<file path="config.mk">
export PLATFORM = sky130hd
export DESIGN_NAME = channel_in_adder
export DESIGN_NICKNAME = d
export VERILOG_FILES = /design/src/rtl/acc_types_pkg.sv /design/src/rtl/acc_cfg_pkg.sv /design/src/rtl/acc_cfg_regs.sv /design/src/rtl/partial_sum_buffer.sv /design/src/rtl/sum_adder_stage.sv /design/src/rtl/channel_sum_ctrl.sv /design/src/rtl/channel_in_adder.sv
export SDC_FILE = /design/constraint.sdc
export NUM_CORES = 2
export LEC_CHECK = 0
export BUFFER_PORTS_ARGS = -buffer_cell sky130_fd_sc_hd__buf_2
export CAP_MARGIN = 15
export CORE_ASPECT_RATIO = 1.4
export CORE_MARGIN = 4
export CORE_UTILIZATION = 50
export DETAILED_ROUTE_END_ITERATION = 16
export GPL_ROUTABILITY_DRIVEN = 0
export PLACE_DENSITY = 0.66
export SLEW_MARGIN = 20
export SYNTH_ARGS = -nofsm -noshare
export SYNTH_HDL_FRONTEND = slang
export SYNTH_HIERARCHICAL = 1
export SYNTH_SLANG_ARGS = --single-unit
export TNS_END_PERCENT = 5
</file>
<file path="constraint.sdc">
create_clock -name clk -period 5.1 [get_ports clk]
set_input_delay 0.765 -clock clk [delete_from_list [all_inputs] [get_ports clk]]
set_output_delay 0.765 -clock clk [all_outputs]
set_load 0.005 [all_outputs]
</file>
<file path="src/rtl/acc_types_pkg.sv">
package acc_types_pkg;

  //////////////////////////////
  // Data path sizes
  //////////////////////////////

  localparam int DATA_WIDTH   = 32;
  localparam int MAX_PIXELS   = 64;
  localparam int MAX_CHANNELS = 16;

  // Buffer address covers 0..MAX_PIXELS-1
  localparam int PIX_ADDR_WIDTH = $clog2(MAX_PIXELS);

  // Counts need one more bit to hold the maximum itself
  localparam int PIX_IDX_WIDTH  = PIX_ADDR_WIDTH + 1;
  localparam int CHAN_IDX_WIDTH = $clog2(MAX_CHANNELS) + 1;

  //////////////////////////////
  // Data path types
  //////////////////////////////

  // Pixel or running sum, wraps on overflow
  typedef logic signed [DATA_WIDTH-1:0] pxl_t;

  typedef logic [PIX_IDX_WIDTH-1:0] pix_idx_t;

  typedef logic [CHAN_IDX_WIDTH-1:0] chan_idx_t;

  // One stream beat with its strobe
  typedef struct packed {
    logic valid;
    pxl_t data;
  } pxl_beat_t;

endpackage

</file>
<file path="src/rtl/acc_cfg_pkg.sv">
package acc_cfg_pkg;

  //////////////////////////////
  // Register map
  //////////////////////////////

  localparam int CFG_ADDR_WIDTH = 2;

  typedef logic [CFG_ADDR_WIDTH-1:0] cfg_addr_t;

  localparam cfg_addr_t CFG_ADDR_IMAGE_SIZE  = 2'd0;
  localparam cfg_addr_t CFG_ADDR_CHANNEL_NUM = 2'd1;

  // Lower limits, upper limits come from the buffer and channel sizes
  localparam int MIN_PIXELS   = 4;
  localparam int MIN_CHANNELS = 1;

  typedef struct packed {
    acc_types_pkg::pix_idx_t  image_size;
    acc_types_pkg::chan_idx_t channel_num;
  } cfg_t;

  // Full map and full channel count out of reset
  localparam cfg_t CFG_RESET = '{
    image_size:  acc_types_pkg::pix_idx_t'(acc_types_pkg::MAX_PIXELS),
    channel_num: acc_types_pkg::chan_idx_t'(acc_types_pkg::MAX_CHANNELS)
  };

endpackage

</file>
<file path="src/rtl/acc_cfg_regs.sv">
`timescale 1ns/10ps

module acc_cfg_regs (
  input  logic                   clk,
  input  logic                   reset,
  input  logic                   cfg_wr,
  input  acc_cfg_pkg::cfg_addr_t cfg_addr,
  input  acc_types_pkg::pxl_t    cfg_wdata,
  input  logic                   busy,
  output acc_cfg_pkg::cfg_t      cfg
);

  import acc_types_pkg::*;
  import acc_cfg_pkg::*;

  // Written value seen as unsigned, so negative values clamp high
  logic [DATA_WIDTH-1:0] wr_value;
  logic                  wr_ok;
  pix_idx_t              size_clamped;
  chan_idx_t             chan_clamped;

  assign wr_value = cfg_wdata;

  // Frame settings stay frozen while a frame runs
  assign wr_ok = cfg_wr && !busy;

  always_comb begin
    if (wr_value < DATA_WIDTH'(MIN_PIXELS)) begin
      size_clamped = pix_idx_t'(MIN_PIXELS);
    end else if (wr_value > DATA_WIDTH'(MAX_PIXELS)) begin
      size_clamped = pix_idx_t'(MAX_PIXELS);
    end else begin
      size_clamped = pix_idx_t'(wr_value);
    end
  end

  always_comb begin
    if (wr_value < DATA_WIDTH'(MIN_CHANNELS)) begin
      chan_clamped = chan_idx_t'(MIN_CHANNELS);
    end else if (wr_value > DATA_WIDTH'(MAX_CHANNELS)) begin
      chan_clamped = chan_idx_t'(MAX_CHANNELS);
    end else begin
      chan_clamped = chan_idx_t'(wr_value);
    end
  end

  always_ff @(posedge clk) begin
    if (reset) begin
      cfg <= CFG_RESET;
    end else if (wr_ok) begin
      case (cfg_addr)
        CFG_ADDR_IMAGE_SIZE:  cfg.image_size  <= size_clamped;
        CFG_ADDR_CHANNEL_NUM: cfg.channel_num <= chan_clamped;
        default: ;
      endcase
    end
  end

endmodule

</file>
<file path="src/rtl/partial_sum_buffer.sv">
`timescale 1ns/10ps

module partial_sum_buffer (
  input  logic                    clk,
  input  logic                    rd_en,
  input  acc_types_pkg::pix_idx_t rd_addr,
  output acc_types_pkg::pxl_t     rd_data,
  input  logic                    wr_en,
  input  acc_types_pkg::pix_idx_t wr_addr,
  input  acc_types_pkg::pxl_t     wr_data
);

  import acc_types_pkg::*;

  //////////////////////////////
  // Storage
  //////////////////////////////

  // One running sum per pixel position of the map
  pxl_t mem [MAX_PIXELS];

  // Pixel indices never reach MAX_PIXELS, top bit dropped
  logic [PIX_ADDR_WIDTH-1:0] rd_index;
  logic [PIX_ADDR_WIDTH-1:0] wr_index;

  assign rd_index = rd_addr[PIX_ADDR_WIDTH-1:0];
  assign wr_index = wr_addr[PIX_ADDR_WIDTH-1:0];

  //////////////////////////////
  // Ports
  //////////////////////////////

  // Write back of the adder result
  always_ff @(posedge clk) begin
    if (wr_en) begin
      mem[wr_index] <= wr_data;
    end
  end

  // Registered read, data lines up with the delayed beat
  always_ff @(posedge clk) begin
    if (rd_en) begin
      rd_data <= mem[rd_index];
    end
  end

  // The read of a pixel always lands several cycles after its
  // previous write, since a map has at least MIN_PIXELS beats

endmodule

</file>
<file path="src/rtl/sum_adder_stage.sv">
`timescale 1ns/10ps

module sum_adder_stage (
  input  logic                     clk,
  input  logic                     reset,
  input  acc_types_pkg::pxl_beat_t add_in,
  input  acc_types_pkg::pxl_t      partial,
  input  logic                     first_chan,
  output acc_types_pkg::pxl_beat_t add_out
);

  import acc_types_pkg::*;

  logic valid_q;
  pxl_t sum_d;
  pxl_t sum_q;

  //////////////////////////////
  // Sum select
  //////////////////////////////

  // First channel starts a fresh sum, stale buffer data ignored
  always_comb begin
    if (first_chan) begin
      sum_d = add_in.data;
    end else begin
      sum_d = add_in.data + partial;
    end
  end

  //////////////////////////////
  // Output register
  //////////////////////////////

  always_ff @(posedge clk) begin
    if (reset) begin
      valid_q <= 1'b0;
    end else begin
      valid_q <= add_in.valid;
    end
  end

  // Data only loads with a beat
  always_ff @(posedge clk) begin
    if (add_in.valid) begin
      sum_q <= sum_d;
    end
  end

  assign add_out = '{valid: valid_q, data: sum_q};

endmodule

</file>
<file path="src/rtl/channel_sum_ctrl.sv">
`timescale 1ns/10ps

module channel_sum_ctrl (
  input  logic                     clk,
  input  logic                     reset,
  input  acc_cfg_pkg::cfg_t        cfg,
  input  acc_types_pkg::pxl_beat_t pxl_in,
  output logic                     rd_en,
  output acc_types_pkg::pix_idx_t  rd_addr,
  output logic                     wr_en,
  output acc_types_pkg::pix_idx_t  wr_addr,
  output acc_types_pkg::pxl_t      wr_data,
  output acc_types_pkg::pxl_beat_t add_in,
  output logic                     first_chan,
  input  acc_types_pkg::pxl_beat_t add_out,
  output acc_types_pkg::pxl_beat_t sum_out,
  output logic                     frame_done,
  output logic                     busy
);

  import acc_types_pkg::*;

  // Channel phase of the beats now arriving
  typedef enum logic [1:0] {
    ST_IDLE,
    ST_FIRST,
    ST_MIDDLE,
    ST_LAST
  } phase_t;

  phase_t    state;
  phase_t    state_next;
  pix_idx_t  pix_cnt;
  chan_idx_t chan_cnt;
  logic      beat;
  logic      pix_wrap;
  logic      chan_first;
  logic      chan_last;
  logic      frame_end;

  // Stage 1, travels with add_in
  logic      s1_valid;
  pxl_t      s1_data;
  logic      s1_first;
  logic      s1_last;
  logic      s1_end;
  pix_idx_t  s1_addr;

  // Stage 2, travels with add_out
  logic      s2_last;
  logic      s2_end;
  pix_idx_t  s2_addr;
  logic      out_valid;

  //////////////////////////////
  // Counters and phase
  //////////////////////////////

  assign beat     = pxl_in.valid;
  assign pix_wrap = (pix_cnt == cfg.image_size - 1'b1);

  // Idle counts as first, a single channel is first and last at once
  assign chan_first = (state == ST_IDLE) || (state == ST_FIRST);
  assign chan_last  = (state == ST_LAST) ||
                      (chan_first && cfg.channel_num == chan_idx_t'(1));
  assign frame_end  = beat && pix_wrap && chan_last;

  always_comb begin
    state_next = state;
    if (beat) begin
      if (pix_wrap) begin
        if (chan_last) begin
          state_next = ST_IDLE;
        end else if (chan_cnt + 2'd2 == cfg.channel_num) begin
          state_next = ST_LAST;
        end else begin
          state_next = ST_MIDDLE;
        end
      end else if (state == ST_IDLE) begin
        state_next = ST_FIRST;
      end
    end
  end

  always_ff @(posedge clk) begin
    if (reset) begin
      state    <= ST_IDLE;
      pix_cnt  <= '0;
      chan_cnt <= '0;
    end else begin
      state <= state_next;
      if (beat) begin
        if (pix_wrap) begin
          pix_cnt  <= '0;
          chan_cnt <= chan_last ? '0 : chan_cnt + 1'b1;
        end else begin
          pix_cnt <= pix_cnt + 1'b1;
        end
      end
    end
  end

  // Nothing stored yet on the first channel
  assign rd_en   = beat && !chan_first;
  assign rd_addr = pix_cnt;

  //////////////////////////////
  // Pipeline
  //////////////////////////////

  always_ff @(posedge clk) begin
    if (reset) begin
      s1_valid <= 1'b0;
      s1_first <= 1'b0;
      s1_last  <= 1'b0;
      s1_end   <= 1'b0;
      s2_last  <= 1'b0;
      s2_end   <= 1'b0;
    end else begin
      s1_valid <= beat;
      s1_first <= chan_first;
      s1_last  <= chan_last;
      s1_end   <= frame_end;
      s2_last  <= s1_last;
      s2_end   <= s1_valid && s1_end;
    end
  end

  always_ff @(posedge clk) begin
    if (beat) begin
      s1_data <= pxl_in.data;
      s1_addr <= pix_cnt;
    end
    if (s1_valid) begin
      s2_addr <= s1_addr;
    end
  end

  assign add_in     = '{valid: s1_valid, data: s1_data};
  assign first_chan = s1_first;

  //////////////////////////////
  // Write back and output
  //////////////////////////////

  // Last channel goes out instead of back to the buffer
  assign wr_en   = add_out.valid && !s2_last;
  assign wr_addr = s2_addr;
  assign wr_data = add_out.data;

  assign out_valid  = add_out.valid && s2_last;
  assign sum_out    = '{valid: out_valid, data: out_valid ? add_out.data : '0};
  assign frame_done = add_out.valid && s2_end;

  // Stays up if the next frame already started behind the last beat
  always_ff @(posedge clk) begin
    if (reset) begin
      busy <= 1'b0;
    end else if (beat) begin
      busy <= 1'b1;
    end else if (frame_done && state == ST_IDLE) begin
      busy <= 1'b0;
    end
  end

endmodule

</file>
<file path="src/rtl/channel_in_adder.sv">
`timescale 1ns/10ps

module channel_in_adder (
  input  logic                     clk,
  input  logic                     reset,
  input  logic                     cfg_wr,
  input  acc_cfg_pkg::cfg_addr_t   cfg_addr,
  input  acc_types_pkg::pxl_t      cfg_wdata,
  input  acc_types_pkg::pxl_beat_t pxl_in,
  output acc_types_pkg::pxl_beat_t sum_out,
  output logic                     frame_done,
  output logic                     busy
);

  import acc_types_pkg::*;
  import acc_cfg_pkg::*;

  cfg_t      cfg;

  // Buffer ports
  logic      rd_en;
  pix_idx_t  rd_addr;
  pxl_t      rd_data;
  logic      wr_en;
  pix_idx_t  wr_addr;
  pxl_t      wr_data;

  // Adder ports
  pxl_beat_t add_in;
  pxl_beat_t add_out;
  logic      first_chan;

  //////////////////////////////
  // Configuration
  //////////////////////////////

  acc_cfg_regs u_regs (
    .clk      (clk),
    .reset    (reset),
    .cfg_wr   (cfg_wr),
    .cfg_addr (cfg_addr),
    .cfg_wdata(cfg_wdata),
    .busy     (busy),
    .cfg      (cfg)
  );

  //////////////////////////////
  // Control
  //////////////////////////////

  channel_sum_ctrl u_ctrl (
    .clk       (clk),
    .reset     (reset),
    .cfg       (cfg),
    .pxl_in    (pxl_in),
    .rd_en     (rd_en),
    .rd_addr   (rd_addr),
    .wr_en     (wr_en),
    .wr_addr   (wr_addr),
    .wr_data   (wr_data),
    .add_in    (add_in),
    .first_chan(first_chan),
    .add_out   (add_out),
    .sum_out   (sum_out),
    .frame_done(frame_done),
    .busy      (busy)
  );

  //////////////////////////////
  // Data path
  //////////////////////////////

  partial_sum_buffer u_buf (
    .clk    (clk),
    .rd_en  (rd_en),
    .rd_addr(rd_addr),
    .rd_data(rd_data),
    .wr_en  (wr_en),
    .wr_addr(wr_addr),
    .wr_data(wr_data)
  );

  // Read data meets the delayed beat here
  sum_adder_stage u_adder (
    .clk       (clk),
    .reset     (reset),
    .add_in    (add_in),
    .partial   (rd_data),
    .first_chan(first_chan),
    .add_out   (add_out)
  );

endmodule

</file>
==> results summary <==
Timing analysis after detailed placement gives a worst setup slack of 1.30 ns. In this run the power density over the cells is 381 mW/mm². The count of yosys warnings during synthesis came out at 6. The first-pass GRT wire length is between 300,000 and 400,000 µm. The measured slew at the worst slew-check pin is roughly 1.1 ns. TritonCTS built the clock tree. Of the cells placed in the final design, the portion with a size suffix greater than 1 is 0.283. The count of port buffers added during placement is about 100. The worst setup path is captured at a flip-flop.

In the synthesized netlist, the number of instances is approximately 4,000. The ratio of final minimum period to clock period is 0.737. The overall routed net length came out at between 200,000 and 250,000 µm. The number of gates resized after CTS was 0. The multi-input combinational cell area came out at slightly below 0.02 mm².

The worst path setup slack after routing came out at 1.34 ns. The layout filler cell count came out at 12,311. The share of power burned in combinational logic is 0.053. The maximum operating frequency is 0.266 GHz.

The number of buffers inserted during clock tree synthesis is 191. The power share of the sequential group is 0.545. The starting density of the core is 0.504.

The synthesized netlist occupies a cell area of roughly 0.086 mm². The leakage power summed over all cells came out at 0.0295 µW. The run finished with clean final reports. After clock tree synthesis, the flow added hold-fix buffers numbering 0. The number of nets in the layout came out at approximately 4,300.

The minimum clock period came out at roughly 3.8 ns. The largest driver fanout on the critical path came out at 23. The clock sink count came out at 2,190. After detailed routing, the number of remaining DRC violations is 0. The number of failing setup endpoints in the final timing report is 0. The total power came out at approximately 37,000 µW. The tool flagged a number of max-cap violations equal to 0.

The critical path is of the flip-flop to flip-flop type. Across all hold checks on the routed design, the worst slack comes to 0.0950 ns. The number of hold violations in the final report is 0. The via count of the first global-routing pass is around 43,000. The switching power is between 7000 and 8000 µW. Of the total power, the clock network draws 0.402. The switching share of total power came out at 0.213. Using the TritonRoute via totals, the vias-per-cell ratio works out to around 6.4. The required time of the worst setup path came out at just under 6 ns. IR analysis of the VDD net gives a maximum drop of about 0.36 mV.

The via count of the routed design came out at between 40,000 and 50,000. The horizontal die dimension came out at 358 µm. The number of violations reported at the end of detailed-routing iteration 0 came out at about 5,400. The post-route setup TNS came out at 0 ns.

The die covers 0.178 mm². The internal power came out at slightly below 30,000 µW. The critical path launch point type is a flip-flop. The region available for standard cell placement spans approximately 0.17 mm². The setup fix buffers added after clock tree synthesis is 0. The synthesized area per cell came out at 21.5 µm². The initial antenna violation count came out at 11. The number of placement rows came out at about 180.

The insertion delay of the later-clocked pin in the worst-skew pair came out at about 0.84 ns. The final HPWL from detailed placement is about 140,000 µm. From synthesis to final layout, the design area changed by 12.3%. The global-route congestion overflow total came out at 0. The clock-pin slew of the registers on the worst-case setup and hold paths came out at ~0.070 ns.

Clock tree synthesis selected as its root buffer the cell clkbuf_16. The startpoint identified for the worst register-to-register timing path is u_ctrl/rd_addr[1]. The pin count of the biggest net entering global routing came out at 79.

The start point of the worst hold path is pxl_in[3]. The path class of the lowest-slack min-delay path is input port to flip-flop. Across the routed clock network, the largest skew measured is around 0.032 ns. In the global route stage, overall resource usage came out at 0.254. Counting every net in the synthesized netlist gives between 4,000 and 5,000. Setup repair after global routing left no endpoint under its margin.

The detail-routed net length per standard cell is roughly 34 µm. The H-tree was split into 4 levels. The worst slew slack as a fraction of its limit came out at 0.263.

The source of the critical timing path is u_ctrl/rd_addr[1]. The worst-case clock buffer depth came out at 3. The count of nets left with antenna violations once routing finished came out at 0. The number of pins exceeding their max-slew limit in the final report was 0. Data on the critical path arrives at its endpoint at 4.43 ns. The overall die height came out at 498 µm. For this design the top-level I/O count stands at approximately 110.

The combined flip-flop and latch cell area is around 0.065 mm². The detailed-router iteration count before antenna repair came out at 6.
[power by group through the flow]
| stage | Combinational, µW | Sequential, µW | Clock, µW |
|---|---|---|---|
| after floorplan | 1260 | 20300 | 0 |
| after global placement | 1910 | 20300 | 0 |
| after detailed placement | 1940 | 20300 | 0 |
| after CTS | 1940 | 19900 | 14900 |
| after global routing | 2030 | 19900 | 15700 |
| final | 1920 | 20000 | 14700 |
[worst max-delay path, stage by stage, from the launching register on]
cell and delay [ns]:
dfxtp_4 0.68, buf_12 0.26, buf_4 0.38, nand2b_1 0.34, buf_4 0.34, o22ai_1 0.12, nor2_1 0.86, a21oi_1 0.39
nor2_1 0.16
[state kept, by name (all words and copies together), names as in the netlist, 2 cells and up]
signal           cells
u_ctrl/wr_addr       6
u_ctrl/rd_addr       7
u_buf/mem         2048
u_buf/rd_data       32
u_ctrl/s1_addr       6
u_ctrl/state         2
u_ctrl/chan_cnt      5
u_ctrl/s1_data      32
u_adder/sum_q       32
u_regs/cfg          12
[path summary, 6_finish.rpt]
kind / slack [ns] / cells past startpoint / endpoint
max: 1.34 / 8 / u_buf/rd_data[11]
min: 0.09 / 1 / u_ctrl/s1_data[3]
max reg2reg: 1.34 / 8 / u_buf/rd_data[11]
min reg2reg: 0.42 / 0 / u_ctrl/wr_addr[4]
[routing by layer]
layer | part of all wire | wire length (µm) | up-vias | global-route usage
li1 | - | - | 17160 | -
met1 | 0.35 | 79600 | 22483 | 0.325
met2 | 0.50 | 113000 | 2140 | 0.423
met3 | 0.081 | 18100 | 409 | 0.0388
met4 | 0.061 | 13800 | 4 | 0.132
met5 | 0.00015 | 33 | - | 0
[cell usage in the layout (no fill, tap or decap), types with 28 or more instances in the layout]
cell,instances
clkbuf_1,29
edfxtp_1,2156
o22ai_1,86
a21oi_1,90
clkinv_2,33
clkbuf_16,191
ha_1,35
buf_2,104
xnor2_1,29
nor2_1,105
nor2_4,63
and3_1,40
o221ai_1,28
nand2_1,86
mux4_2,544
mux2i_1,96
buf_4,164
clkinv_1,39
[final cells by class]
class | count | area share
Antenna cell | 4 | 0.000104
Clock buffer | 220 | 0.0509
Clock inverter | 129 | 0.0151
Inverter | 12 | 0.000469
Multi-Input combinational cell | 1526 | 0.201
Sequential cell | 2190 | 0.681
Tap cell | 2262 | 0.0294
Timing Repair Buffer | 287 | 0.0222
[through the flow]
stage	instance area [µm²]	util	cells
detailed placement	89800	0.528	6277
global route	96100	0.565	6627
floorplan	85600	-	3975
CTS	96100	0.565	6626
finish	96100	0.566	6630
global placement	89800	0.528	6276
Note: power is estimated with default switching activity, not from simulation.
